==> src/hw/switch_pkg.sv <==
package switch_pkg;

    // ----------------------------------------------------------------------
    // switch dimensions
    // ----------------------------------------------------------------------
    localparam int N_PORTS     = 4;
    localparam int N_PAGES     = 8;
    localparam int PAGE_WORDS  = 8;
    localparam int N_PRIORS    = 4;
    localparam int QUEUE_DEPTH = 32;
    localparam int JOIN_DEPTH  = 32;

    typedef logic [15:0] word_t;
    typedef logic [1:0]  port_idx_t;
    typedef logic [1:0]  prior_t;
    typedef logic [2:0]  page_t;
    typedef logic [2:0]  offset_t;
    typedef logic [3:0]  len_t;
    typedef logic [3:0]  count_t;

    // ----------------------------------------------------------------------
    // bundles passed between blocks
    // ----------------------------------------------------------------------
    // where a stored packet lives and where it goes
    typedef struct packed {
        port_idx_t bank;
        page_t     page;
        port_idx_t dest;
        prior_t    prior;
        len_t      len;
    } pkt_desc_t;

    // one word written into a bank
    typedef struct packed {
        logic    vld;
        logic    first;
        offset_t offset;
        word_t   data;
    } wr_word_t;

    // read request from an output port to one bank
    typedef struct packed {
        logic  vld;
        page_t page;
        len_t  len;
    } rd_req_t;

    // bank read stream, seen by every output port
    typedef struct packed {
        logic      vld;
        port_idx_t port;
        word_t     data;
        logic      last;
    } bank_rd_t;

endpackage

==> src/hw/port_wr_frontend.sv <==
`timescale 1ns/100ps

module port_wr_frontend import switch_pkg::*; (
    input  logic      clk,
    input  logic      rst_n,
    input  logic      wr_sop,
    input  logic      wr_eop,
    input  logic      wr_vld,
    input  word_t     wr_data,
    input  page_t     alloc_page,
    output wr_word_t  bank_wr,
    output pkt_desc_t desc,
    output logic      desc_vld,
    input  port_idx_t bank
);

    logic      pkt_open;
    offset_t   next_offset;
    offset_t   word_offset;
    port_idx_t dest_q;
    prior_t    prior_q;
    len_t      len_q;
    logic      eop_q;
    page_t     page_q;
    page_t     cur_page;

    // sop always restarts the word index
    assign word_offset = wr_sop ? offset_t'(0) : next_offset;

    // ----------------------------------------------------------------------
    // input register stage
    // ----------------------------------------------------------------------
    always_ff @(posedge clk) begin
        if (!rst_n) begin
            pkt_open    <= 1'b0;
            next_offset <= '0;
            eop_q       <= 1'b0;
            bank_wr.vld <= 1'b0;
            desc_vld    <= 1'b0;
        end else begin
            bank_wr.vld <= wr_vld;
            eop_q       <= wr_vld && wr_eop;
            desc_vld    <= bank_wr.vld && eop_q;
            if (wr_vld) begin
                next_offset <= word_offset + 1'b1;
                pkt_open    <= !wr_eop;
            end
        end
    end

    always_ff @(posedge clk) begin
        if (wr_vld) begin
            bank_wr.first  <= wr_sop;
            bank_wr.offset <= word_offset;
            bank_wr.data   <= wr_data;
        end
        // header word carries dest in 1:0 and priority in 3:2
        if (wr_vld && wr_sop) begin
            dest_q  <= wr_data[1:0];
            prior_q <= wr_data[3:2];
        end
        if (wr_vld && wr_eop)
            len_q <= len_t'(word_offset) + 1'b1;
    end

    // ----------------------------------------------------------------------
    // descriptor stage
    // ----------------------------------------------------------------------
    // a one word packet takes its page in the same cycle it is written
    assign cur_page = bank_wr.first ? alloc_page : page_q;

    always_ff @(posedge clk) begin
        if (bank_wr.vld && bank_wr.first)
            page_q <= alloc_page;
        if (bank_wr.vld && eop_q)
            desc <= '{bank: bank, page: cur_page, dest: dest_q, prior: prior_q, len: len_q};
    end

    a_word_in_packet: assert property (@(posedge clk) disable iff (!rst_n)
        wr_vld && !wr_sop |-> pkt_open);

endmodule

==> config.mk <==
export PLATFORM = sky130hd
export DESIGN_NAME = port_wr_frontend
export DESIGN_NICKNAME = d
export VERILOG_FILES = /design/src/hw/switch_pkg.sv /design/src/hw/port_wr_frontend.sv
export SDC_FILE = /design/constraint.sdc
export NUM_CORES = 1
export LEC_CHECK = 0
export BUFFER_PORTS_ARGS = -buffer_cell sky130_fd_sc_hd__buf_2
export CORE_MARGIN = 10
export CORE_UTILIZATION = 40
export CTS_CLUSTER_SIZE = 28
export DETAILED_ROUTE_END_ITERATION = 10
export MAX_ROUTING_LAYER = met4
export PLACE_DENSITY = 0.67
export SYNTH_ARGS = -nofsm -noshare
export SYNTH_HDL_FRONTEND = slang
export SYNTH_SLANG_ARGS = --single-unit
==> constraint.sdc <==
create_clock -name clk -period 2.65 [get_ports clk]
set_clock_uncertainty 0.05 [all_clocks]
set_input_delay 0.265 -clock clk [delete_from_list [all_inputs] [get_ports clk]]
set_output_delay 0.265 -clock clk [all_outputs]
set_load 0.03 [all_outputs]
# Word level (Yosys, flattened, before mapping)
# Cells that the tools add are included.
[totals] word_cells=24 register_bits=50 out_inout_bits=35 inputBits=26
[op_classes] reduce_logical=4 addsub=2 n_mux=2
[op_table] op="2-to-1 mux 3 bit" count=2
[op_table] op="adder 3 x 1 -> 4 bit (second input constant)" count=1
[op_table] op="logical AND 1 bit" count=4
[op_table] op="adder 3 x 1 -> 3 bit (second input constant)" count=1

# Longest topological paths before layout
[logic_depth] ltp_word=2 depth_mapped=3 ltp_nobuf=3

# Least setup slack after synthesis
# Ideal clock, no wire load.
[synth_path] kind="register to register" start="register bank_wr[20] in the netlist's numbering" end="register desc[0] in the netlist's numbering (enable)" t_arrival_ns=0.944 t_required_ns=2.239 path_slack_ns=1.295 n_path_buf=0 stages_incl_launch_ff=2 synth_period_minus_slack_ns=1.355 cell_sequence="dfxtp_1 -> and2_1"
[synth_via] elab_chain_len=1
[synth_rtl] element="start: declaration" line_no="port_wr_frontend.sv:11" source="output wr_word_t bank_wr,"
[synth_rtl] element="logical AND 1 bit" line_no="port_wr_frontend.sv:75" source="if (bank_wr.vld && eop_q)"
[synth_rtl] element="end signal: assignment" line_no="port_wr_frontend.sv:76" source="desc <= '{bank: bank, page: cur_page, dest: dest_q, prior: prior_q, len: len_q};"
[synth_rtl] element="end: declaration" line_no="port_wr_frontend.sv:12" source="output pkt_desc_t desc,"
# Every way passes these cells.
# A chain may end at the register's enable or synchronous reset.

# Final worst setup path
[layout_path] start="register bank_wr[19] in the netlist's numbering" end="output port bank_wr[19] in the netlist's numbering"
# No word-level cell between the ends.

==> run_results.csv <==
group,metric,value,unit
timing,period_share,49.0,%
layout,final_cell_area,2090,um^2
clock_tree,clock_sinks,50,
global_route,antenna_found_initial,0,
clock_tree,cts-htree-levels,2,
synthesis,synth-compound-area-share,1.45,%
worst_setup_path,cp_cell_sequence,"buf_2",
global_route,grt_overflow,0,
detailed_routing,first_iter_violations,17,
timing,slew_headroom,63.1,%
worst_setup_path,cpPeakStageDelay,0.47,ns
worst_setup_path,cp.arrival,0.98,ns
synthesis,avgSynthCellArea,20.3,um^2
power_and_ir_drop,total_power,0.00144,W
timing,hold_viol_final,0,
worst_setup_path,criticalPathCategory,"reg2out",
layout,area_delta_synth_final,27.1,%
timing,period_minus_slack,1.30,ns
detailed_routing,ant_nets,0,
timing,setup_viol,0,
detailed_routing,dr.pass1.iters,4,
worst_setup_path,critPathSlowestCell,"edfxtp_1",
worst_setup_path,cp-end-kind,"primary output",
place,gp_congestion,0.754,
timing,tns,0,ns
synthesis,synth_top_family_by_area,"simple AND/OR/NAND/NOR gates",
place,post-dp-hpwl,2.39,mm
timing,max_freq,771,MHz
synthesis,ys_seq_area_share,87.7,%
floorplan,placement_rows,23,
worst_setup_path,reg2regPathDepth,3,
power_and_ir_drop,ir_drop,0.435,mV
clock_tree,cts_resized,0,
clock_tree,cts_made_buffers,5,
floorplan,start_util,41.1,%
synthesis,postSynth.asyncResetShare,0,%
clock_tree,hold_buffers,0,
floorplan,die_y,84.1,um
synthesis,synth_simple_gate_area_share,7.24,%
timing,tightest_slew,0.553,ns
floorplan,die_w,84.1,um
power_and_ir_drop,power.density,690,nW/um^2
worst_setup_path,r2r-end,"next_offset[2]",
synthesis,synth_xor_area_share,1.07,%
detailed_routing,via_count,881,
worst_setup_path,required,2.34,ns
detailed_routing,viasPerCell,4.43,
layout,drive_gt1_share,45.6,%
floorplan,core_area,4000,um^2
detailed_routing,wl_per_cell,15.4,um
power_and_ir_drop,leakage,0.830,nW
min_path,holdCritStartpoint,"wr_data[6]",
place,place_area,2010,um^2
synthesis,netlist_instances,81,
detailed_routing,drc,0,
detailed_routing,drt_wl_total,3.07,mm
synthesis,syn_area,1640,um^2
clock_tree,cts.clk_slew.worst_paths,0.08,ns
synthesis,ys_warn_count,0,
worst_setup_path,crit_buf_inv,1,
synthesis,ys.flop_type,"edfxtp_1",
synthesis,ys_ff_latch,50,
place,io_buffers,60,
min_path,hp-class,"in2reg",
synthesis,synth_edf_count,44,
clock_tree,post_cts_buffers,0,
global_route,grt_pass1_wl,4.77,mm
min_path,hold_depth,1,
worst_setup_path,start_kind,"register",
timing,grt_setup_unrepaired,"false",
layout,diodes,0,
layout,fin_util,52.2,%
global_route,grt_pass1_vias,949,
global_route,grtUsageTotal,8.90,%
clock_tree,clkLatencyLatePin,0.29,ns
floorplan,io_pins,61,
job,cap_violations,0,
global_route,grt_max_degree,31,
clock_tree,cts-root-buf,"clkbuf_8",
clock_tree,clockBufferDepth,2,
worst_setup_path,path_delay_family,"flip-flops",
synthesis,synth_nets,107,
worst_setup_path,reg2reg_from,"next_offset[1]",
clock_tree,cts_tree,"built",
synthesis,synth_fa_ha_area_share,0,%
worst_setup_path,reg2reg_slack,1.37,ns
layout,final_nets,174,
outcome,status,"finished clean",
timing,slew_violations,0,
synthesis,synthMuxAreaShare,2.06,%
synthesis,synthDistinctLibCells,19,
min_path,min_to,"bank_wr[6]",
worst_setup_path,crit_path_max_fanout,5,
floorplan,die_area,7070,um^2
## registers in the layout (all words and copies together) (netlist names)
register / count
bank_wr: 21
len_q: 4
page_q: 3
dest_q: 2
desc_vld: 1
next_offset: 3
prior_q: 2
desc: 13
eop_q: 1
## report_power, final
part	leakage, nW	total (W)	internal (W)	switching [W]
registers	0.467	0.000910	0.000897	0.0000130
logic	0.319	0.000128	0.0000388	0.0000891
clock network	0.0450	0.000404	0.000183	0.000221
## stage by stage
| stage | std cells | hold WS (ns) | setup WS (ns) |
|---|---|---|---|
| finish | 199 | 0.0876 | 1.35 |
| global route | 199 | 0.0695 | 1.26 |
| CTS | 199 | 0.0758 | 1.33 |
| detailed placement | 191 | 0.360 | 1.16 |
| global placement | 191 | 0.358 | 1.23 |
| floorplan | 81 | 0.309 | 1.30 |
## routing by layer
metal,global-route usage [%],share of wire (%)
met1,9.10,40
met3,4.10,7.6
met2,14.2,50
met4,4.11,1.8
met5,-,0
## synthesized netlist by cell type, drive strengths merged (2+ instances only)
cell | count | area share, %
inv | 2 | 0.46
nor2b | 3 | 1.1
nor2 | 3 | 0.69
nand2 | 3 | 0.84
dfxtp | 6 | 7.3
and3 | 3 | 1.1
mux2 | 3 | 2.1
edfxtp | 44 | 80
and2 | 5 | 1.9
## cell usage in the layout, fill, tap and decap left out, types with 3 or more instances in the layout
cell,count
edfxtp_1,44
clkbuf_8,5
mux2_1,3
buf_2,60
nor2b_1,3
and3_1,3
nor2_1,3
and2_1,5
dfxtp_1,6
## worst max path at each step
stage | start | to | slack, ns | cells past startpoint
final | bank_wr[19] | bank_wr[19] | 1.35 | 1
after global routing | next_offset[1] | next_offset[2] | 1.26 | 3
after CTS | bank_wr[19] | bank_wr[19] | 1.33 | 1
after detailed placement | wr_vld | next_offset[2] | 1.16 | 3
after global placement | wr_vld | next_offset[2] | 1.23 | 3
after floorplan | bank_wr[20] | desc[0] | 1.30 | 1
## logic make-up (layout without fill, tap and decap cells)
kind of cell / count (synthesis) / in the layout
mux: 3 / 3
buf+inv: 2 / 70
compound gates: 4 / 4
xor+xnor: 2 / 2
flops: 50 / 50
simple gates: 20 / 20
## final cells by class
type / count / area [um^2]
Clock buffer: 6 / 72.6
Clock inverter: 2 / 10.0
Fill cell: 343 / 1910
Inverter: 2 / 7.51
Multi-Input combinational cell: 29 / 194
Sequential cell: 50 / 1440
Tap cell: 50 / 62.6
Timing Repair Buffer: 60 / 300
Note: power is estimated with default switching activity, not from simulation.
