[src/hw/switch_pkg.sv]
package switch_pkg;

    // ----------------------------------------------------------------------
    // switch dimensions
    // ----------------------------------------------------------------------
    localparam int N_PORTS     = 4;
    localparam int N_PAGES     = 8;
    localparam int PAGE_WORDS  = 8;
    localparam int N_PRIORS    = 4;
    localparam int QUEUE_DEPTH = 32;
    localparam int JOIN_DEPTH  = 32;

    typedef logic [15:0] word_t;
    typedef logic [1:0]  port_idx_t;
    typedef logic [1:0]  prior_t;
    typedef logic [2:0]  page_t;
    typedef logic [2:0]  offset_t;
    typedef logic [3:0]  len_t;
    typedef logic [3:0]  count_t;

    // ----------------------------------------------------------------------
    // bundles passed between blocks
    // ----------------------------------------------------------------------
    // where a stored packet lives and where it goes
    typedef struct packed {
        port_idx_t bank;
        page_t     page;
        port_idx_t dest;
        prior_t    prior;
        len_t      len;
    } pkt_desc_t;

    // one word written into a bank
    typedef struct packed {
        logic    vld;
        logic    first;
        offset_t offset;
        word_t   data;
    } wr_word_t;

    // read request from an output port to one bank
    typedef struct packed {
        logic  vld;
        page_t page;
        len_t  len;
    } rd_req_t;

    // bank read stream, seen by every output port
    typedef struct packed {
        logic      vld;
        port_idx_t port;
        word_t     data;
        logic      last;
    } bank_rd_t;

endpackage

[src/hw/join_order.sv]
`timescale 1ns/100ps

module join_order import switch_pkg::*; (
    input  logic                    clk,
    input  logic                    rst_n,
    input  pkt_desc_t [N_PORTS-1:0] in_desc,
    input  logic [N_PORTS-1:0]      in_vld,
    output pkt_desc_t               out_desc,
    output logic                    out_vld
);

    // one entry per completion cycle, all strobes of that cycle together
    logic [N_PORTS-1:0]          vld_mem  [JOIN_DEPTH];
    pkt_desc_t [N_PORTS-1:0]     desc_mem [JOIN_DEPTH];
    logic [$clog2(JOIN_DEPTH):0] wr_ptr;
    logic [$clog2(JOIN_DEPTH):0] rd_ptr;
    logic [$clog2(JOIN_DEPTH):0] fill;
    logic                        empty;
    logic                        full;

    logic [N_PORTS-1:0] served;
    logic [N_PORTS-1:0] pending;
    port_idx_t          pick;
    logic               last_bit;

    assign fill  = wr_ptr - rd_ptr;
    assign empty = (fill == 0);
    assign full  = (fill == JOIN_DEPTH);

    // lowest bank of the head bundle not yet sent
    always_comb begin
        pending = vld_mem[rd_ptr[$clog2(JOIN_DEPTH)-1:0]] & ~served;
        pick    = '0;
        for (int i = N_PORTS - 1; i >= 0; i--) begin
            if (pending[i])
                pick = port_idx_t'(i);
        end
        last_bit = (pending & ~(N_PORTS'(1) << pick)) == '0;
    end

    always_ff @(posedge clk) begin
        if (!rst_n) begin
            wr_ptr  <= '0;
            rd_ptr  <= '0;
            served  <= '0;
            out_vld <= 1'b0;
        end else begin
            out_vld <= !empty;
            if (in_vld != '0)
                wr_ptr <= wr_ptr + 1'b1;
            if (!empty) begin
                if (last_bit) begin
                    rd_ptr <= rd_ptr + 1'b1;
                    served <= '0;
                end else begin
                    served[pick] <= 1'b1;
                end
            end
        end
    end

    always_ff @(posedge clk) begin
        if (in_vld != '0) begin
            vld_mem[wr_ptr[$clog2(JOIN_DEPTH)-1:0]]  <= in_vld;
            desc_mem[wr_ptr[$clog2(JOIN_DEPTH)-1:0]] <= in_desc;
        end
        if (!empty)
            out_desc <= desc_mem[rd_ptr[$clog2(JOIN_DEPTH)-1:0]][pick];
    end

    a_no_overflow: assert property (@(posedge clk) disable iff (!rst_n)
        in_vld != '0 |-> !full);

endmodule

[config.mk]
export PLATFORM = sky130hd
export DESIGN_NAME = join_order
export DESIGN_NICKNAME = d
export VERILOG_FILES = /design/src/hw/switch_pkg.sv /design/src/hw/join_order.sv
export SDC_FILE = /design/constraint.sdc
export NUM_CORES = 2
export LEC_CHECK = 0
export BUFFER_PORTS_ARGS = -buffer_cell sky130_fd_sc_hd__buf_2
export CAP_MARGIN = 25
export CORE_MARGIN = 2
export CORE_UTILIZATION = 60
export CTS_BUF_LIST = sky130_fd_sc_hd__clkbuf_8
export DETAILED_ROUTE_END_ITERATION = 16
export GPL_ROUTABILITY_DRIVEN = 0
export MAX_ROUTING_LAYER = met4
export PLACE_DENSITY = 0.76
export SETUP_SLACK_MARGIN = 0.3
export SYNTH_ARGS = -nofsm -noshare
export SYNTH_HDL_FRONTEND = slang
export SYNTH_SLANG_ARGS = --single-unit
[constraint.sdc]
create_clock -name clk -period 7 [get_ports clk]
set_input_delay 0.35 -clock clk [delete_from_list [all_inputs] [get_ports clk]]
set_output_delay 0.35 -clock clk [all_outputs]
set_load 0.02 [all_outputs]
* Word-level counts from Yosys, hierarchy flattened
Memory sizes are Yosys's and may differ from the RTL's. A register that Yosys moved wholly into a read port is not among the register bits.
Cells that the tools add are included.
** Storage, ports and cells
- Memories :: 2
- Output and inout port bits :: 14
- Word-level logic and storage cells :: 44
- Memory bits (writable) :: 1792
- Register bits :: 30
- Bits of input ports :: 58
** Memories
- desc_mem :: words 32, bits a word 52, read ports 1, clocked after Yosys merged registers in 1, wr ports 1, RTL line join_order.sv:14 : pkt_desc_t [N_PORTS-1:0] desc_mem [JOIN_DEPTH];
- vld_mem :: words 32, bits a word 4, read ports 1, clocked after Yosys merged registers in 1, wr ports 1, RTL line join_order.sv:13 : logic [N_PORTS-1:0] vld_mem [JOIN_DEPTH];
** Operators by class
- Bitwise logic cells :: 6
- Multiplexer cells :: 15
- Add/sub/neg operators :: 3
- Reductions and logical operators :: 6
- Order comparisons :: 2
- Shift-type cells :: 1
** Operators by type and width (count)
- $bmux W13 S2 :: 1
- $mux W5 :: 4
- $mux W13 :: 1
- $add A6 B1 Y6 const B :: 2
- $and A4 B4 Y4 :: 2
- $mux W2 :: 4
- $not A4 Y4 :: 2
- $logic_not A6 Y1 :: 1
- $sub A6 B6 Y6 :: 1
- $logic_not A4 Y1 :: 1
- $mux W4 :: 1
- $or A4 B4 Y4 :: 1
- $reduce_bool A4 Y1 :: 1
- $shl A1 B2 Y4 const A :: 1
- $lt A2 B3 Y1 const B :: 1
- $mux W1 :: 3
- $demux W1 S2 :: 1
- $ge A2 B1 Y1 const B :: 1
- $reduce_and A2 Y1 :: 1
- $logic_and A1 B1 Y1 :: 1
- $logic_not A1 Y1 :: 1
- $not A1 Y1 :: 1

* Depth between registers and ports, before layout
- Depth after elaboration :: 13
- Gate-level depth with buffers :: 12

* Worst setup path after synthesis
OpenSTA, ideal clock, no wires.
- Kind :: register to register
- From :: register wr_ptr[3]
- To :: memory desc_mem[10][0] in the netlist's numbering (enable)
- Period minus slack after synthesis :: 3.894 ns
- Required time :: 6.530 ns
- Arrival :: 3.424 ns
- Path buffers :: 1
- Cell stages (with the launch flop) :: 4
- Setup slack :: 3.106 ns
- Cell sequence :: dfxtp_1 clkbuf_1 or3b_2 nor2_1
** RTL lines
- start, declared :: RTL line join_order.sv:15 : logic [$clog2(JOIN_DEPTH):0] wr_ptr;
- start signal, assigned :: RTL line join_order.sv:50 : wr_ptr <= wr_ptr + 1'b1;
- end, declared :: RTL line join_order.sv:14
Straight into the memory's write port.

==> results.cfg <==
[clock_network]
cts.sinks = 1827
clockBufferDepth = 4
cts_made_buffers = 293
clk_pin_slew_ps = 70
clk_latency_ps = 970
cts_max_level = 5
cts_root_buffer = clkbuf_8
cts_tree = built

[worst_setup_path]
crit_fanout = 47
setup.worst_path.end_class = flip-flop
crit_arrival_ps = 5030
cp.required_ps = 7690
start_kind = flip-flop
path_class = flip-flop to flip-flop
r2r_setup_slack_ps = 2650

[yosys]
synth.most_common_cell = edfxtp_1
synth_flop_cell = edfxtp_1
yosysTopAreaCellShare_pct = 77.7
synth_async_sr_flop_share_pct = 0
yosys.area.top_type = edfxtp_1
synthCells = 2815
synth_warnings = 0
avgSynthCellArea_sq_um = 24.8
ys_seq_area_share_pct = 78.4
synth_edf_count = 1805
ys_types = 48
synth-seq-cells = 1827
synth_area_sq_um = 69700
syn_nets = 2883
ys_top_cells_by_area = edfxtp_1, mux4_2, mux2i_1
yosys-top-cells-count = edfxtp_1, mux4_2, buf_2, mux2i_1, nor2_1

[detailed_routing]
routed_via_density = 6.71
drt_pass1_iterations = 5
wl_met2_mm = 79.3
dr_total_vias = 32910
final_antenna_net_count = 0
wl_met1_mm = 59.0
route.detailed.drc = 0
highest_layer = met4
routed_wl_mm = 166
wl_per_cell_microns = 33.8
dr_wl_met3_mm = 21.8
drtIter0Drc = 4876

[power_and_ir_drop]
vdd_drop_max_mv = 0.219
power.density_nw_per_um2 = 307
power_mw = 24.0
leakage_nw = 24.2

[timing]
final.setup_skew_ps = 54.0
max-slew-margin-rel_pct = 24.6
tightest_slew_ps = 1130
clock.fmax_mhz = 230
fin_crit_sh_pct = 62.1
rsz0062_at_grt = no
hold_viol_final = 0
finalSetupViolCount = 0
tns_ps = 0
layout_min_cycle_time_ps = 4350
finalMaxSlewViolations = 0

[placed_design]
placedInstanceArea_sq_um = 72400
dp_hpwl_mm = 82.9
io_buffers = 71

[cells_and_area]
final_layout_size_suffix_gt1_share_pct = 32.3
fill_cells = 6779
nets = 3246
multi_input_area_sq_um = 14600
fin_area_sq_um = 78100
ff_latch_area_sq_um = 54700
area_growth_pct = 12.0

[global_route]
grt_max_degree = 150
grt_pass1_wl_mm = 234
grt_pass1_vias = 33412
antenna_found_initial = 8
grt_usage_pct = 29.6
overflow = 0

[status]
status = complete, no violations

[floorplanning]
die_w_microns = 345
initial_core_util_pct = 60.2
row_count = 125
die_h_microns = 345
io_pins = 72
coreArea_sq_um = 116000
dieArea_sq_um = 119000

[worst_hold_path]
min_path_type = input port to flip-flop

[job]
maxCapViolations = 0
power by group:
group | switching (mW) | internal [mW] | total (mW)
Sequential | 0.154 | 12.3 | 12.4
Clock | 3.89 | 4.13 | 8.03
Combinational | 1.80 | 1.74 | 3.54
placed cells by master (no fill, tap or decap), types with 18 or more instances in the layout:
cell type      netlist  layout
dlygate4sd3_1        0      57
mux2i_1             68      68
clkinv_1             0      70
inv_1               13      98
clkinv_2             0      25
mux4_2             550     550
clkbuf_8             0     300
edfxtp_1          1805    1805
buf_4                3      62
nor2_4               0      32
dfxtp_1             22      18
nor2_1              66      34
buf_2               69      71
path summary, 6_finish.rpt:
path              startpoint           to  cells past startpoint
hold reg to reg    served[0]    served[0]                      2
setup / recovery   flip-flop  out_desc[1]                      8
hold / removal         rst_n    rd_ptr[4]                      3
setup reg to reg   flip-flop  out_desc[1]                      8
per-layer routing:
layer / track usage [%] / vias up
met2: 43.2 / 2348
met3: 9.33 / 345
met1: 39.9 / 17260
li1: - / 12957
met4: 10.8 / 0
met5: - / -
layout make-up:
type / count / area share, %
tap: 1524 / 2.44
timing repair buffer: 211 / 2.36
inverter: 14 / 0.0769
sequential: 1827 / 70.0
clock buffer: 300 / 5.29
clock inverter: 190 / 1.15
multi-input combinational: 831 / 18.7
antenna: 7 / 0.0224
registers in the layout, indices dropped and copies added, names as in the netlist, named ones only:
signal	flops
desc_mem	1664
wr_ptr	6
vld_mem	128
rd_ptr	6
served	4
out_desc	13
out_vld	1
stage by stage:
step	worst slack, ps	utilization [%]	cells	hold WS, ps
floorplan	3110	-	2815	425
global placement	2740	62.5	4341	435
detailed placement	2720	62.6	4346	454
CTS	2740	67.4	4893	282
global route	2510	67.5	4904	362
finish	2650	67.5	4904	353
worst max-delay path: stages (launching register included):
cell and delay [ps]:
dfxtp_4 910, buf_4 630, mux4_2 410, mux2i_1 160, a21oi_1 90, o211ai_1 200
nand2b_1 760, o22ai_1 380, or3_1 470
logic make-up after synthesis:
group / count (synthesis) / share of synthesized area, %
AOI/OAI and AO/OA: 51 / 0.528
xor gates and xnor gates: 6 / 0.0754
adders and majority gates: 10 / 0.179
buffers and inverters: 157 / 1.04
DFF: 1827 / 78.4
muxes: 624 / 18.8
and+or+nand+nor: 140 / 0.973
repair_timing:
action | in CTS | in global routing
setup buffers | 0 | 0
resized for setup | 0 | 0
endpoints found under the hold margin | 1814 | 0
hold buffers | 57 | 0
Note: power is estimated with default switching activity, not from simulation.
