==> src/hw/switch_pkg.sv <==
package switch_pkg;

    // ----------------------------------------------------------------------
    // switch dimensions
    // ----------------------------------------------------------------------
    localparam int N_PORTS     = 4;
    localparam int N_PAGES     = 8;
    localparam int PAGE_WORDS  = 8;
    localparam int N_PRIORS    = 4;
    localparam int QUEUE_DEPTH = 32;
    localparam int JOIN_DEPTH  = 32;

    typedef logic [15:0] word_t;
    typedef logic [1:0]  port_idx_t;
    typedef logic [1:0]  prior_t;
    typedef logic [2:0]  page_t;
    typedef logic [2:0]  offset_t;
    typedef logic [3:0]  len_t;
    typedef logic [3:0]  count_t;

    // ----------------------------------------------------------------------
    // bundles passed between blocks
    // ----------------------------------------------------------------------
    // where a stored packet lives and where it goes
    typedef struct packed {
        port_idx_t bank;
        page_t     page;
        port_idx_t dest;
        prior_t    prior;
        len_t      len;
    } pkt_desc_t;

    // one word written into a bank
    typedef struct packed {
        logic    vld;
        logic    first;
        offset_t offset;
        word_t   data;
    } wr_word_t;

    // read request from an output port to one bank
    typedef struct packed {
        logic  vld;
        page_t page;
        len_t  len;
    } rd_req_t;

    // bank read stream, seen by every output port
    typedef struct packed {
        logic      vld;
        port_idx_t port;
        word_t     data;
        logic      last;
    } bank_rd_t;

endpackage

==> src/hw/port_queue.sv <==
`timescale 1ns/100ps

module port_queue import switch_pkg::*; (
    input  logic      clk,
    input  logic      rst_n,
    input  pkt_desc_t in_desc,
    input  logic      in_vld,
    output pkt_desc_t head,
    output logic      head_vld,
    input  logic      pop,
    input  port_idx_t port_id
);

    pkt_desc_t                    mem [N_PRIORS][QUEUE_DEPTH];
    logic [$clog2(QUEUE_DEPTH):0] wr_ptr [N_PRIORS];
    logic [$clog2(QUEUE_DEPTH):0] rd_ptr [N_PRIORS];
    logic [N_PRIORS-1:0]          nonempty;
    prior_t                       sel;
    logic                         push;

    assign push = in_vld && (in_desc.dest == port_id);

    // strict priority, highest non-empty queue wins
    always_comb begin
        sel = '0;
        for (int p = 0; p < N_PRIORS; p++) begin
            nonempty[p] = (wr_ptr[p] != rd_ptr[p]);
            if (nonempty[p])
                sel = prior_t'(p);
        end
    end

    assign head_vld = |nonempty;
    assign head     = mem[sel][rd_ptr[sel][$clog2(QUEUE_DEPTH)-1:0]];

    always_ff @(posedge clk) begin
        if (!rst_n) begin
            for (int p = 0; p < N_PRIORS; p++) begin
                wr_ptr[p] <= '0;
                rd_ptr[p] <= '0;
            end
        end else begin
            if (push)
                wr_ptr[in_desc.prior] <= wr_ptr[in_desc.prior] + 1'b1;
            if (pop)
                rd_ptr[sel] <= rd_ptr[sel] + 1'b1;
        end
    end

    always_ff @(posedge clk) begin
        if (push)
            mem[in_desc.prior][wr_ptr[in_desc.prior][$clog2(QUEUE_DEPTH)-1:0]] <= in_desc;
    end

endmodule

==> config.mk <==
export PLATFORM = sky130hd
export DESIGN_NAME = port_queue
export DESIGN_NICKNAME = d
export VERILOG_FILES = /design/src/hw/switch_pkg.sv /design/src/hw/port_queue.sv
export SDC_FILE = /design/constraint.sdc
export NUM_CORES = 2
export LEC_CHECK = 0
export CORE_ASPECT_RATIO = 1.4
export CORE_UTILIZATION = 45
export DETAILED_ROUTE_END_ITERATION = 12
export DONT_BUFFER_PORTS = 1
export GPL_TIMING_DRIVEN = 0
export SLEW_MARGIN = 10
export SYNTH_ARGS = -nofsm -noshare
export SYNTH_HDL_FRONTEND = slang
export SYNTH_SLANG_ARGS = --single-unit
export TNS_END_PERCENT = 30
==> constraint.sdc <==
create_clock -name clk -period 7.7 [get_ports clk]
set_input_delay 0.77 -clock clk [delete_from_list [all_inputs] [get_ports clk]]
set_output_delay 0.77 -clock clk [all_outputs]
set_load 0.02 [all_outputs]
=== Word level (Yosys, flattened, before mapping) ===
Memory sizes are Yosys's and may differ from the RTL's.
Cells that the tools add are included.

* Register bits: 0
* Memories: 3
* Input port bits: 19
* RAM bits: 1,712
* Output and inout port bits: 14
* Logic and storage cells: 42

* Reductions and logical operators: 5
* Eq/ne operators: 5
* Bitwise operators: 2
* Magnitude comparators: 3
* Add/subtract/negate cells: 2
* Multiplexer cells: 22

{| class="wikitable"
|+ Memory list
! name !! depth !! width !! read ports !! clocked after memory_dff !! write ports !! line !! text
|-
| mem || 4 || 416 || 1 || 0 || 1 || port_queue.sv:14 || <nowiki>pkt_desc_t mem [N_PRIORS][QUEUE_DEPTH];</nowiki>
|-
| rd_ptr || 4 || 6 || 5 || 0 || 4 || port_queue.sv:16 || <nowiki>logic [$clog2(QUEUE_DEPTH):0] rd_ptr [N_PRIORS];</nowiki>
|-
| wr_ptr || 4 || 6 || 5 || 0 || 4 || port_queue.sv:15 || <nowiki>logic [$clog2(QUEUE_DEPTH):0] wr_ptr [N_PRIORS];</nowiki>
|}

{| class="wikitable"
|+ Operator list
! operator !! number
|-
| 416-bit two-way mux || 1
|-
| 13-bit binary-select mux with 5-bit select || 1
|-
| 13-bit demux with 5-bit select || 1
|-
| 13-bit two-way mux || 3
|-
| 6-bit inequality test || 4
|-
| 6-bit by 1-bit adder with 6-bit output (second input constant) || 2
|-
| 6-bit >= comparator (second input constant) || 2
|-
| 6-bit two-way mux || 2
|-
| 5-bit NOT with 6-bit output || 2
|-
| 6-bit OR reduction || 2
|-
| 1-bit two-way mux || 10
|-
| 2-bit two-way mux || 4
|-
| 6-bit by 1-bit less-than comparator with 1-bit output (second input constant) || 1
|-
| 4-bit OR reduction || 1
|-
| 2-bit == test || 1
|-
| 1-bit logical AND || 2
|}

=== Depth between registers and ports, before layout ===
An unclocked memory read counts as a cell.

* Depth in word-level cells: 10
* Depth in mapped cells: 15
* Mapped depth without buffers: 12

=== Least setup slack after synthesis ===
OpenSTA, ideal clock, no wires.

* Kind: reg2out
* From: memory rd_ptr[1][5] (netlist bit)
* To: output head[10] (netlist bit)
* Path slack: 3.778 ns
* Arrival time: 3.152 ns
* Stages on the path, launching flop included: 12
* Data required time: 6.930 ns
* Path buffers: 2
* Cell sequence: edfxtp_1 -> xnor2_1 -> nand3_1 -> nor2_2 -> buf_2 -> buf_1 -> mux2_2 -> a222oi_1 -> mux2i_1 -> a22o_1 -> nor4_1 -> nand4_1

{| class="wikitable"
|+ RTL lines
! element !! line !! text
|-
| start: declaration || port_queue.sv:16 ||
|-
| end: declaration || port_queue.sv:8 || <nowiki>output pkt_desc_t head,</nowiki>
|}

==> out/results.tsv <==
stage	metric	value	unit
sta	whs	0.0458	ns
global_route	grt_max_degree	130	
worst_setup_path	arrival	7.05	ns
pwr	ir_drop	0.000305	V
job	maxCapViolCount	1	
floorplan	core_area	0.148	sq mm
floorplan	io_pins	33	
floorplan	rows	167	
finish	final_nets	4463	
worst_hold_path	min_path_type	in -> reg	
placed_design	io_buffers	0	
worst_setup_path	r2r_cells	15	
placed_design	dp_hpwl	147000	um
worst_hold_path	whs_path_depth	0	
worst_setup_path	cpPeakStageDelay	1.11	ns
logic_synthesis	synth-main-ff-cell	edfxtp_1	
worst_setup_path	worst_setup_path_end_kind	output port	
clock_tree	cts.sink_count	1712	
logic_synthesis	yosysTopAreaCell	edfxtp_1	
finish	multi_input_area	0.0146	sq mm
sta	min_period	7.82	ns
logic_synthesis	synth_commonest_cells	edfxtp_1 (1712), nand2_1 (429), nor2_1 (229)	
clock_tree	htreeDepth	4	
clock_tree	clkSlewWorstSetupHoldPaths	0.06	ns
worst_hold_path	hold_start	in_desc[11]	
route	dr.first_iter.drc_count	5118	
finish	seq_area	0.0514	sq mm
global_route	grt_pass1_wl	302000	um
pwr	p_leak	23.3	nW
route	ant_nets	0	
sta	hold_viol_final	0	
sta	period_share	102	%
logic_synthesis	synthTopCellsByArea	edfxtp_1 (77%), nand2_1 (2.4%), a22oi_1 (1.8%)	
worst_hold_path	min_to	mem[3][219]	
logic_synthesis	syn_area	0.0671	sq mm
logic_synthesis	yosys_warnings	0	
logic_synthesis	yosysTopAreaCellShare	76.6	%
worst_setup_path	worstSetupPathType	reg -> out	
route	firstDrtPassIters	12	
route	post_drt_wl_per_cell	33.8	um
floorplan	die-width	328	um
outcome	violations	DRC, capacitance limit, slew limit, setup timing	
sta	fin_skew	0.0414	ns
pwr	powerDensity	259	mW/mm^2
logic_synthesis	ys_ff_latch	1712	
sta	rsz0062_at_grt	false	
logic_synthesis	synthAdderAreaFrac	0.0932	%
sta	timing.fmax	128	MHz
worst_setup_path	crit_chain	xnor2_1 > and4_1 > nand2_1 > buf_2 > buf_1 > clkbuf_1 > clkbuf_1 > a221oi_1 > o211ai_1 > nand4_1 > nand4_1	
placed_design	place_congestion	0.989	
logic_synthesis	synth_edf_count	1712	
route	route.detailed.drc	8	
sta	slew_violations	10	
route	avgViaCountPerCell	6.31	
global_route	grt_util_all_layers	28.9	%
floorplan	start_util	45.4	%
logic_synthesis	ys_seq_area_share	76.6	%
sta	worst_slew_pin_slew	1.51	ns
logic_synthesis	synthCells	4260	
placed_design	dpl_cell_area	0.0700	sq mm
sta	timing.final.ws_setup	-0.120	ns
logic_synthesis	synth.distinct_cells	80	
floorplan	die_y	459	um
logic_synthesis	synth.most_common_cell	edfxtp_1	
clock_tree	cts_tree	done	
clock_tree	cts_root_buf	clkbuf_16	
worst_setup_path	rrSetupSlack	2.63	ns
outcome	outcome	finished with violations	
placed_design	placed_cells	6223	
floorplan	dieArea	0.151	sq mm
global_route	grt_antenna_before_repair	6	
logic_synthesis	synth-compound-area-share	11.5	%
clock_tree	clk_latency	0.83	ns
logic_synthesis	yosys-mux-area-fraction	2.97	%
finish	fillers	12300	
sta	timing.slew.headroom	-0.340	%
global_route	grt-ovfl-total	0	
worst_setup_path	worstReg2RegStart	rd_ptr[2][5]	
worst_setup_path	rr_endpoint	rd_ptr[1][4]	
global_route	grt_pass1_vias	39900	
worst_setup_path	cpMaxStageDelayCell	buf_1	
logic_synthesis	synthSimpleGateAreaFrac	6.26	%
logic_synthesis	avgSynthCellArea	15.8	sq um
route	totalWireLength	220000	um
worst_setup_path	critPathMaxFanout	10	
clock_tree	cts_hold_buf	0	
clock_tree	clockBufferDepth	3	
finish	drive_above_1_share	11.6	%
worst_setup_path	critical_path_required	6.93	ns
logic_synthesis	synth-xor-area-share	0.444	%
clock_tree	cts_buffers	157	
finish	syn_to_final_growth	11.9	%
logic_synthesis	synth_top_family_by_area	compound AO/OA/AOI/OAI gates	
logic_synthesis	syn-num-nets	4284	
clock_tree	cts_resized	1	
clock_tree	cts_setup_buffers	0	
route	vias	41000	
finish	fin_area	0.0751	sq mm
finish	fin_cells	6506	
sta	setup_viol	1	
worst_setup_path	startpoint_type	flop	
logic_synthesis	async_reset_ff_share	0	%
-- stage by stage --
step,TNS (ns),util [%],setup slack [ns],power [mW]
after floorplan,0,-,3.78,11.2
after global placement,0,47.0,0.358,11.8
after detailed placement,0,47.3,0.862,11.9
after CTS,0,50.7,0.133,19.4
after global routing,0,50.8,0.110,19.8
final,-0.120,50.8,-0.120,19.5
-- cells by family (layout without fill, tap and decap cells) --
group | Yosys count | after routing
AOI/OAI and AO/OA | 1024 | 1024
xor gates and xnor gates | 34 | 34
adders and majority gates | 5 | 5
buffers and inverters | 341 | 642
DFF | 1712 | 1712
muxes | 183 | 183
other | 0 | 2
and+or+nand+nor | 961 | 961
-- cell usage in the layout (no fill, tap or decap), types with 26 or more instances in the layout --
cell type,count
o221ai_1,77
a211oi_1,95
o21ai_0,61
a221oi_1,113
nand4_1,38
nor2_2,88
a22oi_1,158
a21oi_1,214
a22o_1,76
nor2_1,143
nand2_1,429
a222oi_1,69
buf_1,47
clkbuf_1,216
clkinv_1,31
and3_1,26
mux2i_1,106
mux2_2,70
nor3_1,78
nand3_1,96
buf_2,77
edfxtp_1,1712
clkbuf_16,165
-- state kept, by name, indices dropped and copies added, names as in the netlist --
| name | cells |
|---|---|
| mem | 1664 |
| rd_ptr | 24 |
| wr_ptr | 24 |
-- routing by layer --
layer | up-vias | global-route usage (%) | share of wire, %
met3 | 570 | 5.61 | 8.1
met4 | 2 | 21.7 | 8.5
met1 | 20700 | 33.7 | 35
met5 | - | 0 | 0.0050
li1 | 17500 | - | -
met2 | 2271 | 47.3 | 48
-- worst max path at each step --
stage / to / slack (ns) / start
after floorplan: head[10] / 3.78 / rd_ptr[1][5]
after global placement: head[6] / 0.36 / wr_ptr[3][3]
after detailed placement: head[3] / 0.86 / wr_ptr[1][0]
after CTS: head[4] / 0.13 / wr_ptr[1][0]
after global routing: head[4] / 0.11 / wr_ptr[3][1]
final: head[2] / -0.12 / wr_ptr[3][1]
-- area by class of cell --
| cell class | instances | share of cell area, % |
|---|---|---|
| Clock inverter | 78 | 0.974 |
| Multi-Input combinational cell | 2207 | 19.4 |
| Sequential cell | 1712 | 68.4 |
| Timing Repair Buffer | 20 | 0.330 |
| Antenna cell | 2 | 0.00666 |
| Inverter | 18 | 0.0933 |
| Tap cell | 1943 | 3.24 |
| Buffer | 323 | 1.83 |
| Clock buffer | 203 | 5.69 |
-- report_power, final --
part           total, mW  internal, mW  switching, mW
clock network       7.76          4.35           3.41
registers           10.3          10.3         0.0158
logic               1.42         0.340           1.08
total               19.5          15.0           4.51
-- critical path: cells and delay by family, from the launching register on --
family                    cells  cell delay, ns
AOI/OAI and AO/OA             2            0.61
and+or+nand+nor               4            1.42
DFF                           1            0.51
xor gates and xnor gates      1            0.21
buffers and inverters         4            3.40
Power figures use the tool's default switching activity.
