### config.mk
export PLATFORM = sky130hd
export DESIGN_NAME = packet_bank
export DESIGN_NICKNAME = d
export VERILOG_FILES = /design/src/hw/switch_pkg.sv /design/src/hw/packet_bank.sv
export SDC_FILE = /design/constraint.sdc
export NUM_CORES = 1
export LEC_CHECK = 0
export CORE_MARGIN = 2
export CORE_UTILIZATION = 45
export CTS_CLUSTER_SIZE = 16
export DETAILED_ROUTE_END_ITERATION = 7
export DONT_BUFFER_PORTS = 1
export PLACE_DENSITY_LB_ADDON = 0.1
export SETUP_SLACK_MARGIN = 0.5
export SYNTH_ARGS = -nofsm -noshare
export SYNTH_HDL_FRONTEND = slang
export SYNTH_SLANG_ARGS = --single-unit
### constraint.sdc
create_clock -name clk -period 4.3 [get_ports clk]
set_input_delay 0.645 -clock clk [delete_from_list [all_inputs] [get_ports clk]]
set_output_delay 0.645 -clock clk [all_outputs]
set_load 0.005 [all_outputs]
### src/hw/switch_pkg.sv
package switch_pkg;

    // ----------------------------------------------------------------------
    // switch dimensions
    // ----------------------------------------------------------------------
    localparam int N_PORTS     = 4;
    localparam int N_PAGES     = 8;
    localparam int PAGE_WORDS  = 8;
    localparam int N_PRIORS    = 4;
    localparam int QUEUE_DEPTH = 32;
    localparam int JOIN_DEPTH  = 32;

    typedef logic [15:0] word_t;
    typedef logic [1:0]  port_idx_t;
    typedef logic [1:0]  prior_t;
    typedef logic [2:0]  page_t;
    typedef logic [2:0]  offset_t;
    typedef logic [3:0]  len_t;
    typedef logic [3:0]  count_t;

    // ----------------------------------------------------------------------
    // bundles passed between blocks
    // ----------------------------------------------------------------------
    // where a stored packet lives and where it goes
    typedef struct packed {
        port_idx_t bank;
        page_t     page;
        port_idx_t dest;
        prior_t    prior;
        len_t      len;
    } pkt_desc_t;

    // one word written into a bank
    typedef struct packed {
        logic    vld;
        logic    first;
        offset_t offset;
        word_t   data;
    } wr_word_t;

    // read request from an output port to one bank
    typedef struct packed {
        logic  vld;
        page_t page;
        len_t  len;
    } rd_req_t;

    // bank read stream, seen by every output port
    typedef struct packed {
        logic      vld;
        port_idx_t port;
        word_t     data;
        logic      last;
    } bank_rd_t;

endpackage

### src/hw/packet_bank.sv
`timescale 1ns/100ps

module packet_bank import switch_pkg::*; (
    input  logic                  clk,
    input  logic                  rst_n,
    input  wr_word_t              bank_wr,
    output page_t                 alloc_page,
    output logic                  pause,
    output count_t                free_count,
    input  rd_req_t [N_PORTS-1:0] rd_req,
    output bank_rd_t              rd_out
);

    word_t              mem [N_PAGES*PAGE_WORDS];
    logic [N_PAGES-1:0] free_map;
    page_t              wr_page;
    page_t              wr_addr_page;

    logic [N_PORTS-1:0] req_vld;
    logic [N_PORTS-1:0] req_open;
    logic [N_PORTS-1:0] fair_mask;
    port_idx_t          gnt;
    logic               busy;
    page_t              rd_page;
    len_t               rd_len;
    offset_t            rd_offset;
    logic               last_word;

    // lowest free page goes to the next packet
    always_comb begin
        alloc_page = '0;
        free_count = '0;
        for (int i = N_PAGES - 1; i >= 0; i--) begin
            if (free_map[i])
                alloc_page = page_t'(i);
            free_count = free_count + count_t'(free_map[i]);
        end
    end

    // ----------------------------------------------------------------------
    // write side
    // ----------------------------------------------------------------------
    assign wr_addr_page = bank_wr.first ? alloc_page : wr_page;

    always_ff @(posedge clk) begin
        if (bank_wr.vld) begin
            mem[{wr_addr_page, bank_wr.offset}] <= bank_wr.data;
            if (bank_wr.first)
                wr_page <= alloc_page;
        end
    end

    // ----------------------------------------------------------------------
    // read arbitration and burst
    // ----------------------------------------------------------------------
    always_comb begin
        for (int i = 0; i < N_PORTS; i++)
            req_vld[i] = rd_req[i].vld;
        req_open = req_vld & fair_mask;
        gnt = '0;
        for (int i = N_PORTS - 1; i >= 0; i--) begin
            if (req_open[i])
                gnt = port_idx_t'(i);
        end
    end

    assign last_word = (len_t'(rd_offset) + 1'b1) == rd_len;

    always_ff @(posedge clk) begin
        if (!rst_n) begin
            free_map   <= '1;
            fair_mask  <= '1;
            busy       <= 1'b0;
            pause      <= 1'b0;
            rd_out.vld <= 1'b0;
        end else begin
            pause      <= (free_count == 0);
            rd_out.vld <= busy;
            if (bank_wr.vld && bank_wr.first)
                free_map[alloc_page] <= 1'b0;
            // page returns to the pool after its last word went out
            if (rd_out.vld && rd_out.last)
                free_map[rd_page] <= 1'b1;
            if (busy) begin
                if (last_word)
                    busy <= 1'b0;
            end else if (req_open != '0) begin
                busy           <= 1'b1;
                fair_mask[gnt] <= 1'b0;
            end else begin
                // every waiting port has been served once
                fair_mask <= '1;
            end
        end
    end

    always_ff @(posedge clk) begin
        if (busy) begin
            rd_offset   <= rd_offset + 1'b1;
            rd_out.data <= mem[{rd_page, rd_offset}];
            rd_out.last <= last_word;
        end else if (req_open != '0) begin
            rd_offset   <= '0;
            rd_page     <= rd_req[gnt].page;
            rd_len      <= rd_req[gnt].len;
            rd_out.port <= gnt;
        end
    end

    a_release_used_page: assert property (@(posedge clk) disable iff (!rst_n)
        rd_out.vld && rd_out.last |-> !free_map[rd_page]);

    a_alloc_with_space: assert property (@(posedge clk) disable iff (!rst_n)
        bank_wr.vld && bank_wr.first |-> free_count != 0);

endmodule

# After elaboration in Yosys (flattened, before gate mapping)
# Memory sizes are Yosys's and may differ from the RTL's. A register that Yosys moved wholly into a read port is not among the register bits.
# Index checks and enable logic that the tools add are counted.
dict set report op_classes {
  add_sub_neg 9
  magnitude_cmp 6
  n_eq_ne 1
  mux 32
  bitwise_logic 7
  reduce_logical 9
}
# operator n
set ops {}
lappend ops {{two-way mux 3 bit} 11}
lappend ops {{two-way mux 8 bit} 3}
lappend ops {{adder 4 x 1 -> 4 bit} 4}
lappend ops {{binary-select mux 8 bit (select 2 bit)} 1}
lappend ops {{bitwise AND 4 bit} 2}
lappend ops {{bitwise AND 8 bit} 1}
lappend ops {{less-than comparator 3 x 4 -> 1 bit, second input constant} 2}
lappend ops {{two-way mux 1 bit} 8}
lappend ops {{two-way mux 2 bit} 4}
lappend ops {{NOT 8 bit} 1}
lappend ops {{bitwise OR 8 bit} 1}
lappend ops {{two-way mux 7 bit} 1}
lappend ops {{demux 1 bit (select 3 bit)} 2}
lappend ops {{greater-or-equal comparator 3 x 1 -> 1 bit, second input constant} 2}
lappend ops {{logical AND 1 bit} 5}
lappend ops {{adder 3 x 1 -> 4 bit} 1}
lappend ops {{adder 3 x 1 -> 4 bit, second input constant} 1}
lappend ops {{== test 4 bit} 1}
lappend ops {{zero test 4 bit} 1}
lappend ops {{two-way mux 4 bit} 1}
lappend ops {{NOT 4 bit} 1}
lappend ops {{nonzero test 4 bit} 1}
lappend ops {{adder 2 x 1 -> 3 bit} 1}
lappend ops {{adder 3 x 1 -> 3 bit, second input constant} 1}
lappend ops {{7 further kinds} 7}
dict set report word_totals {
  ff_bits 31
  ram_bits 1024
  output_inout_bits 28
  wordCells 76
  mem_count 1
}
# name depth word_bits read_ports rd_clocked_by_memory_dff write_ports line_no
set memory_table {}
lappend memory_table {mem 64 16 1 1 1 packet_bank.sv:14} ;# word_t mem [N_PAGES*PAGE_WORDS];

# Longest topological paths before layout
dict set report depth {
  depth_word 18
  mapped_depth 10
  ltp_nobuf 10
}

# Least setup slack after synthesis
# Ideal clock, no wire load.
dict set report synth_path {
  path_type {reg2out}
  from {reg free_map[1]}
  to {out free_count[2]}
  arrival_time_ps 2676
  required_time_ps 3655
  path_slack_ps 979
  path_stages_with_launch 10
  n_path_buf 0
  path_cell_list {dfxtp_1 > fa_1 > inv_1 > fa_1 > fa_1 > inv_1 > ha_1 > inv_1 > fa_1 > xnor2_1}
}
dict set report synth_via {
  elab_chain_cells 2
}
# item line_no
set synth_lines {}
lappend synth_lines {{start: declaration} packet_bank.sv:15} ;# logic [N_PAGES-1:0] free_map;
lappend synth_lines {{start signal: assignment} packet_bank.sv:71} ;# free_map <= '1;
lappend synth_lines {{start signal: indexed assignment} packet_bank.sv:80} ;# free_map[alloc_page] <= 1'b0;
lappend synth_lines {{start signal: indexed assignment} packet_bank.sv:83} ;# free_map[rd_page] <= 1'b1;
lappend synth_lines {{adder 4 x 1 -> 4 bit (2 in a row)} packet_bank.sv:36} ;# free_count = free_count + count_t'(free_map[i]);
lappend synth_lines {{end: declaration} packet_bank.sv:9} ;# output count_t free_count,
# Every way passes these cells.

# Worst setup path after layout
dict set report layout_path {
  from {reg free_map[1]}
  to {out free_count[1]}
}
# Same word-level chain as after synthesis.

==> results.md <==
* Worst Clk Skew at 0.0245 ns
* Starting Density at 0.456
* CTS Buf Count at 112
* Starting DRC count in detailed routing at 1,979
* First-pass GRT wire length at 147 mm
* Layout Cells excl Fill at 3,300
* Rows at 110
* PwrDens at 505 nW/µm²
* Die area at 93,900 µm²
* Max Fclk at 250 MHz
* Vias in the first global route at 20,210
* Io pins at 83
* Post-Place Cell Area at 43,200 µm²
* Commonest non-fill, non-tap cell in the layout: edfxtp_1
* First-pass DRT Iterations at 6
* # nets final at 2,092
* Async set or reset register ratio after synthesis at 0
* WL per Instance at 30.9 µm
* Synth-to-Final Area Change at 13.8%
* Hold Path Class: input pin to register
* Yosys cell types at 47
* CTS tree: done
* Leak pwr at 14.5 nW
* Commonest cells after routing, fill and taps aside: edfxtp_1 (1,056), mux4_2 (256), clkbuf_16 (115)
* CP max stage cell: fa_1
* EDFF count, synth at 1,056
* Max cap viols at 0
* DRC at 0
* Crit Path Class: register to output pin
* Family with the most delay on the worst path: adder cells
* Placeable core area at 90,300 µm²
* Worst-skew pair later-pin latency at 0.68 ns
* DRT Wirelength at 102 mm
* CP cell instances: fa_1, inv_1, fa_1, fa_2, inv_2, ha_4, inv_2, fa_2, inv_2
* Max VDD drop at 0.000358 V
* Final hold violations at 0
* Die H at 306 µm
* Period minus WS final at 3.99 ns
* Most used cell, CP: inv_2
* Fin area at 46,800 µm²
* HPWL Detailed at 60.9 mm
* # port buffers at 0
* Critical path peak fanout at 2
* Synthesized Nets at 1,972
* Final Cycle Share at 0.929
* Sequential-to-total area share from yosys stat at 0.777
* Setup TNS at 0 ns
* Gr ovfl total at 0
* Initial antenna violation count at 4
* GRT Overall Usage at 0.220
* H-tree Lvls at 3
* Via density per instance at 6.01
* Final setup viols at 0
* Clk sinks at 1,071
* Mapped Avg Cell Area at 21.6 µm²
* Outcome: complete, no violations
* RSZ-0062 raised after global routing: true
* CTS Buffer Depth at 3
* GPL Wtd Cong at 0.841
* Syn Inst Count at 1,908
* Worst setup EP type: output pin
* Max transition margin at 0.311
* Slew @ Worst Pin at 1.03 ns
* Worst Setup Start Kind: register
* Mapped Area at 41,200 µm²
* Synth Flop Type: edfxtp_1
* Largest net degree at the start of global routing at 68
* Dpl cells at 3,087
* Share of cells above drive strength 1 at 0.274
* Slew Limit Fails at 0
* Max stage delay on crit path at 0.54 ns
* Vias at 19,823
* Post-CTS Hold Fix Bufs at 0
* Worst Path Arrival at 3.35 ns
* Die Span X at 306 µm
* Worst Path Required at 3.65 ns
* DRT antenna net count at 0
* Syn. warnings at 0
* Worst-path clk slew at 0.06 ns
* WP buf/inv at 4
* Root Buffer Master: clkbuf_16
* #FFs+latches synth at 1,071
## per-stage QoR
step | utilization | hold slack [ns] | total power, mW | setup slack (ns)
6_report | 0.519 | 0.0683 | 23.6 | 0.307
5_1_grt | 0.519 | 0.0282 | 24.4 | 0.200
4_1_cts | 0.519 | 0.0249 | 23.9 | 0.198
3_5_place_dp | 0.479 | 0.466 | 14.6 | 0.706
3_3_place_gp | 0.479 | 0.466 | 14.6 | 0.717
2_1_floorplan | - | 0.440 | 13.7 | 0.979
## area by class of cell
class	instances	area (µm²)
antenna	1	2.50
clock buffer	146	3040
clock inverter	63	480
fill	7009	43400
inverter	16	60.1
multi-input combinational	713	8810
sequential	1071	32000
tap	1176	1470
timing repair buffer	114	956
## state kept, by name, summed over array words and instances, names as in the netlist
signal     flops
rd_out        20
rd_len         4
mem         1024
free_map       8
pause          1
rd_page        3
rd_offset      3
busy           1
wr_page        3
fair_mask      4
## Yosys cell counts (2+ instances only)
library cell / instances / share of area
edfxtp_1: 1056 / 0.77
mux4_2: 256 / 0.14
a22oi_1: 113 / 0.021
nand2_1: 58 / 0.0053
clkbuf_1: 56 / 0.0051
a21oi_1: 52 / 0.0063
nor2_1: 49 / 0.0045
nor3_1: 37 / 0.0045
nand3_1: 31 / 0.0038
buf_2: 22 / 0.0027
inv_1: 16 / 0.0015
dfxtp_1: 15 / 0.0073
nor2b_1: 13 / 0.0020
buf_4: 12 / 0.0022
or4_1: 11 / 0.0020
a31oi_1: 10 / 0.0015
buf_1: 9 / 0.00082
buf_6: 9 / 0.0025
o211ai_1: 8 / 0.0015
a222oi_1: 7 / 0.0017
nand2b_1: 7 / 0.0011
and2_1: 5 / 0.00076
ha_1: 5 / 0.0015
o31ai_1: 5 / 0.00091
and4_1: 4 / 0.00085
fa_1: 4 / 0.0019
mux2i_1: 4 / 0.00097
o21ai_0: 4 / 0.00049
xnor2_1: 4 / 0.00085
nand3b_1: 3 / 0.00055
or3_1: 3 / 0.00046
a21boi_0: 2 / 0.00036
and3_1: 2 / 0.00030
nand4_1: 2 / 0.00030
or2_2: 2 / 0.00030
## routing by layer
metal / global-route usage / vias up / wire length, µm
li1: - / 8313 / -
met1: 0.306 / 10707 / 43100
met2: 0.355 / 656 / 49700
met3: 0.0454 / 143 / 6460
met4: 0.0606 / 4 / 2740
met5: 0 / - / 27
## report_power, final
part           switching (mW)  internal, mW
Sequential              0.117          11.6
Combinational            1.48          1.15
Clock                    3.91          5.38
## worst reg2reg max path, cell delays in order, from the launching register on
cell and delay (ns):
dfxtp_1 0.36, nand2b_1 0.12, a21oi_1 0.07, o21bai_1 0.16, a21oi_1 0.25, a21boi_4 0.22, buf_4 0.43, inv_1 0.55
nor3_2 0.77, buf_4 0.32
## final timing paths
| kind | slack [ns] | endpoint | cells after the start | startpoint |
|---|---|---|---|---|
| max reg2reg | 0.76 | mem[48][0]$_DFFE_PP_ | 9 | free_map[6]$_SDFF_PN1_ |
| min reg2reg | 0.48 | fair_mask[2]$_SDFFE_PN1N_ | 2 | fair_mask[2]$_SDFFE_PN1N_ |
| max | 0.31 | free_count[1] | 9 | free_map[1]$_SDFF_PN1_ |
| min | 0.07 | mem[14][0]$_DFFE_PP_ | 0 | bank_wr[0] |
## repair_timing
item	in CTS	in global routing
setup endpoints to repair	3	3
gates resized for setup	16	1
pin swaps	5	3
setup buffers	3	0
## logic make-up after synthesis
group,after synthesis,share of synthesized area
compound gates,206,0.0343
xor+xnor,5,0.00106
fa+ha+maj,9,0.00346
buf+inv,124,0.0147
flops,1071,0.777
mux,260,0.141
simple gates,233,0.0280
Power figures use the tool's default switching activity.
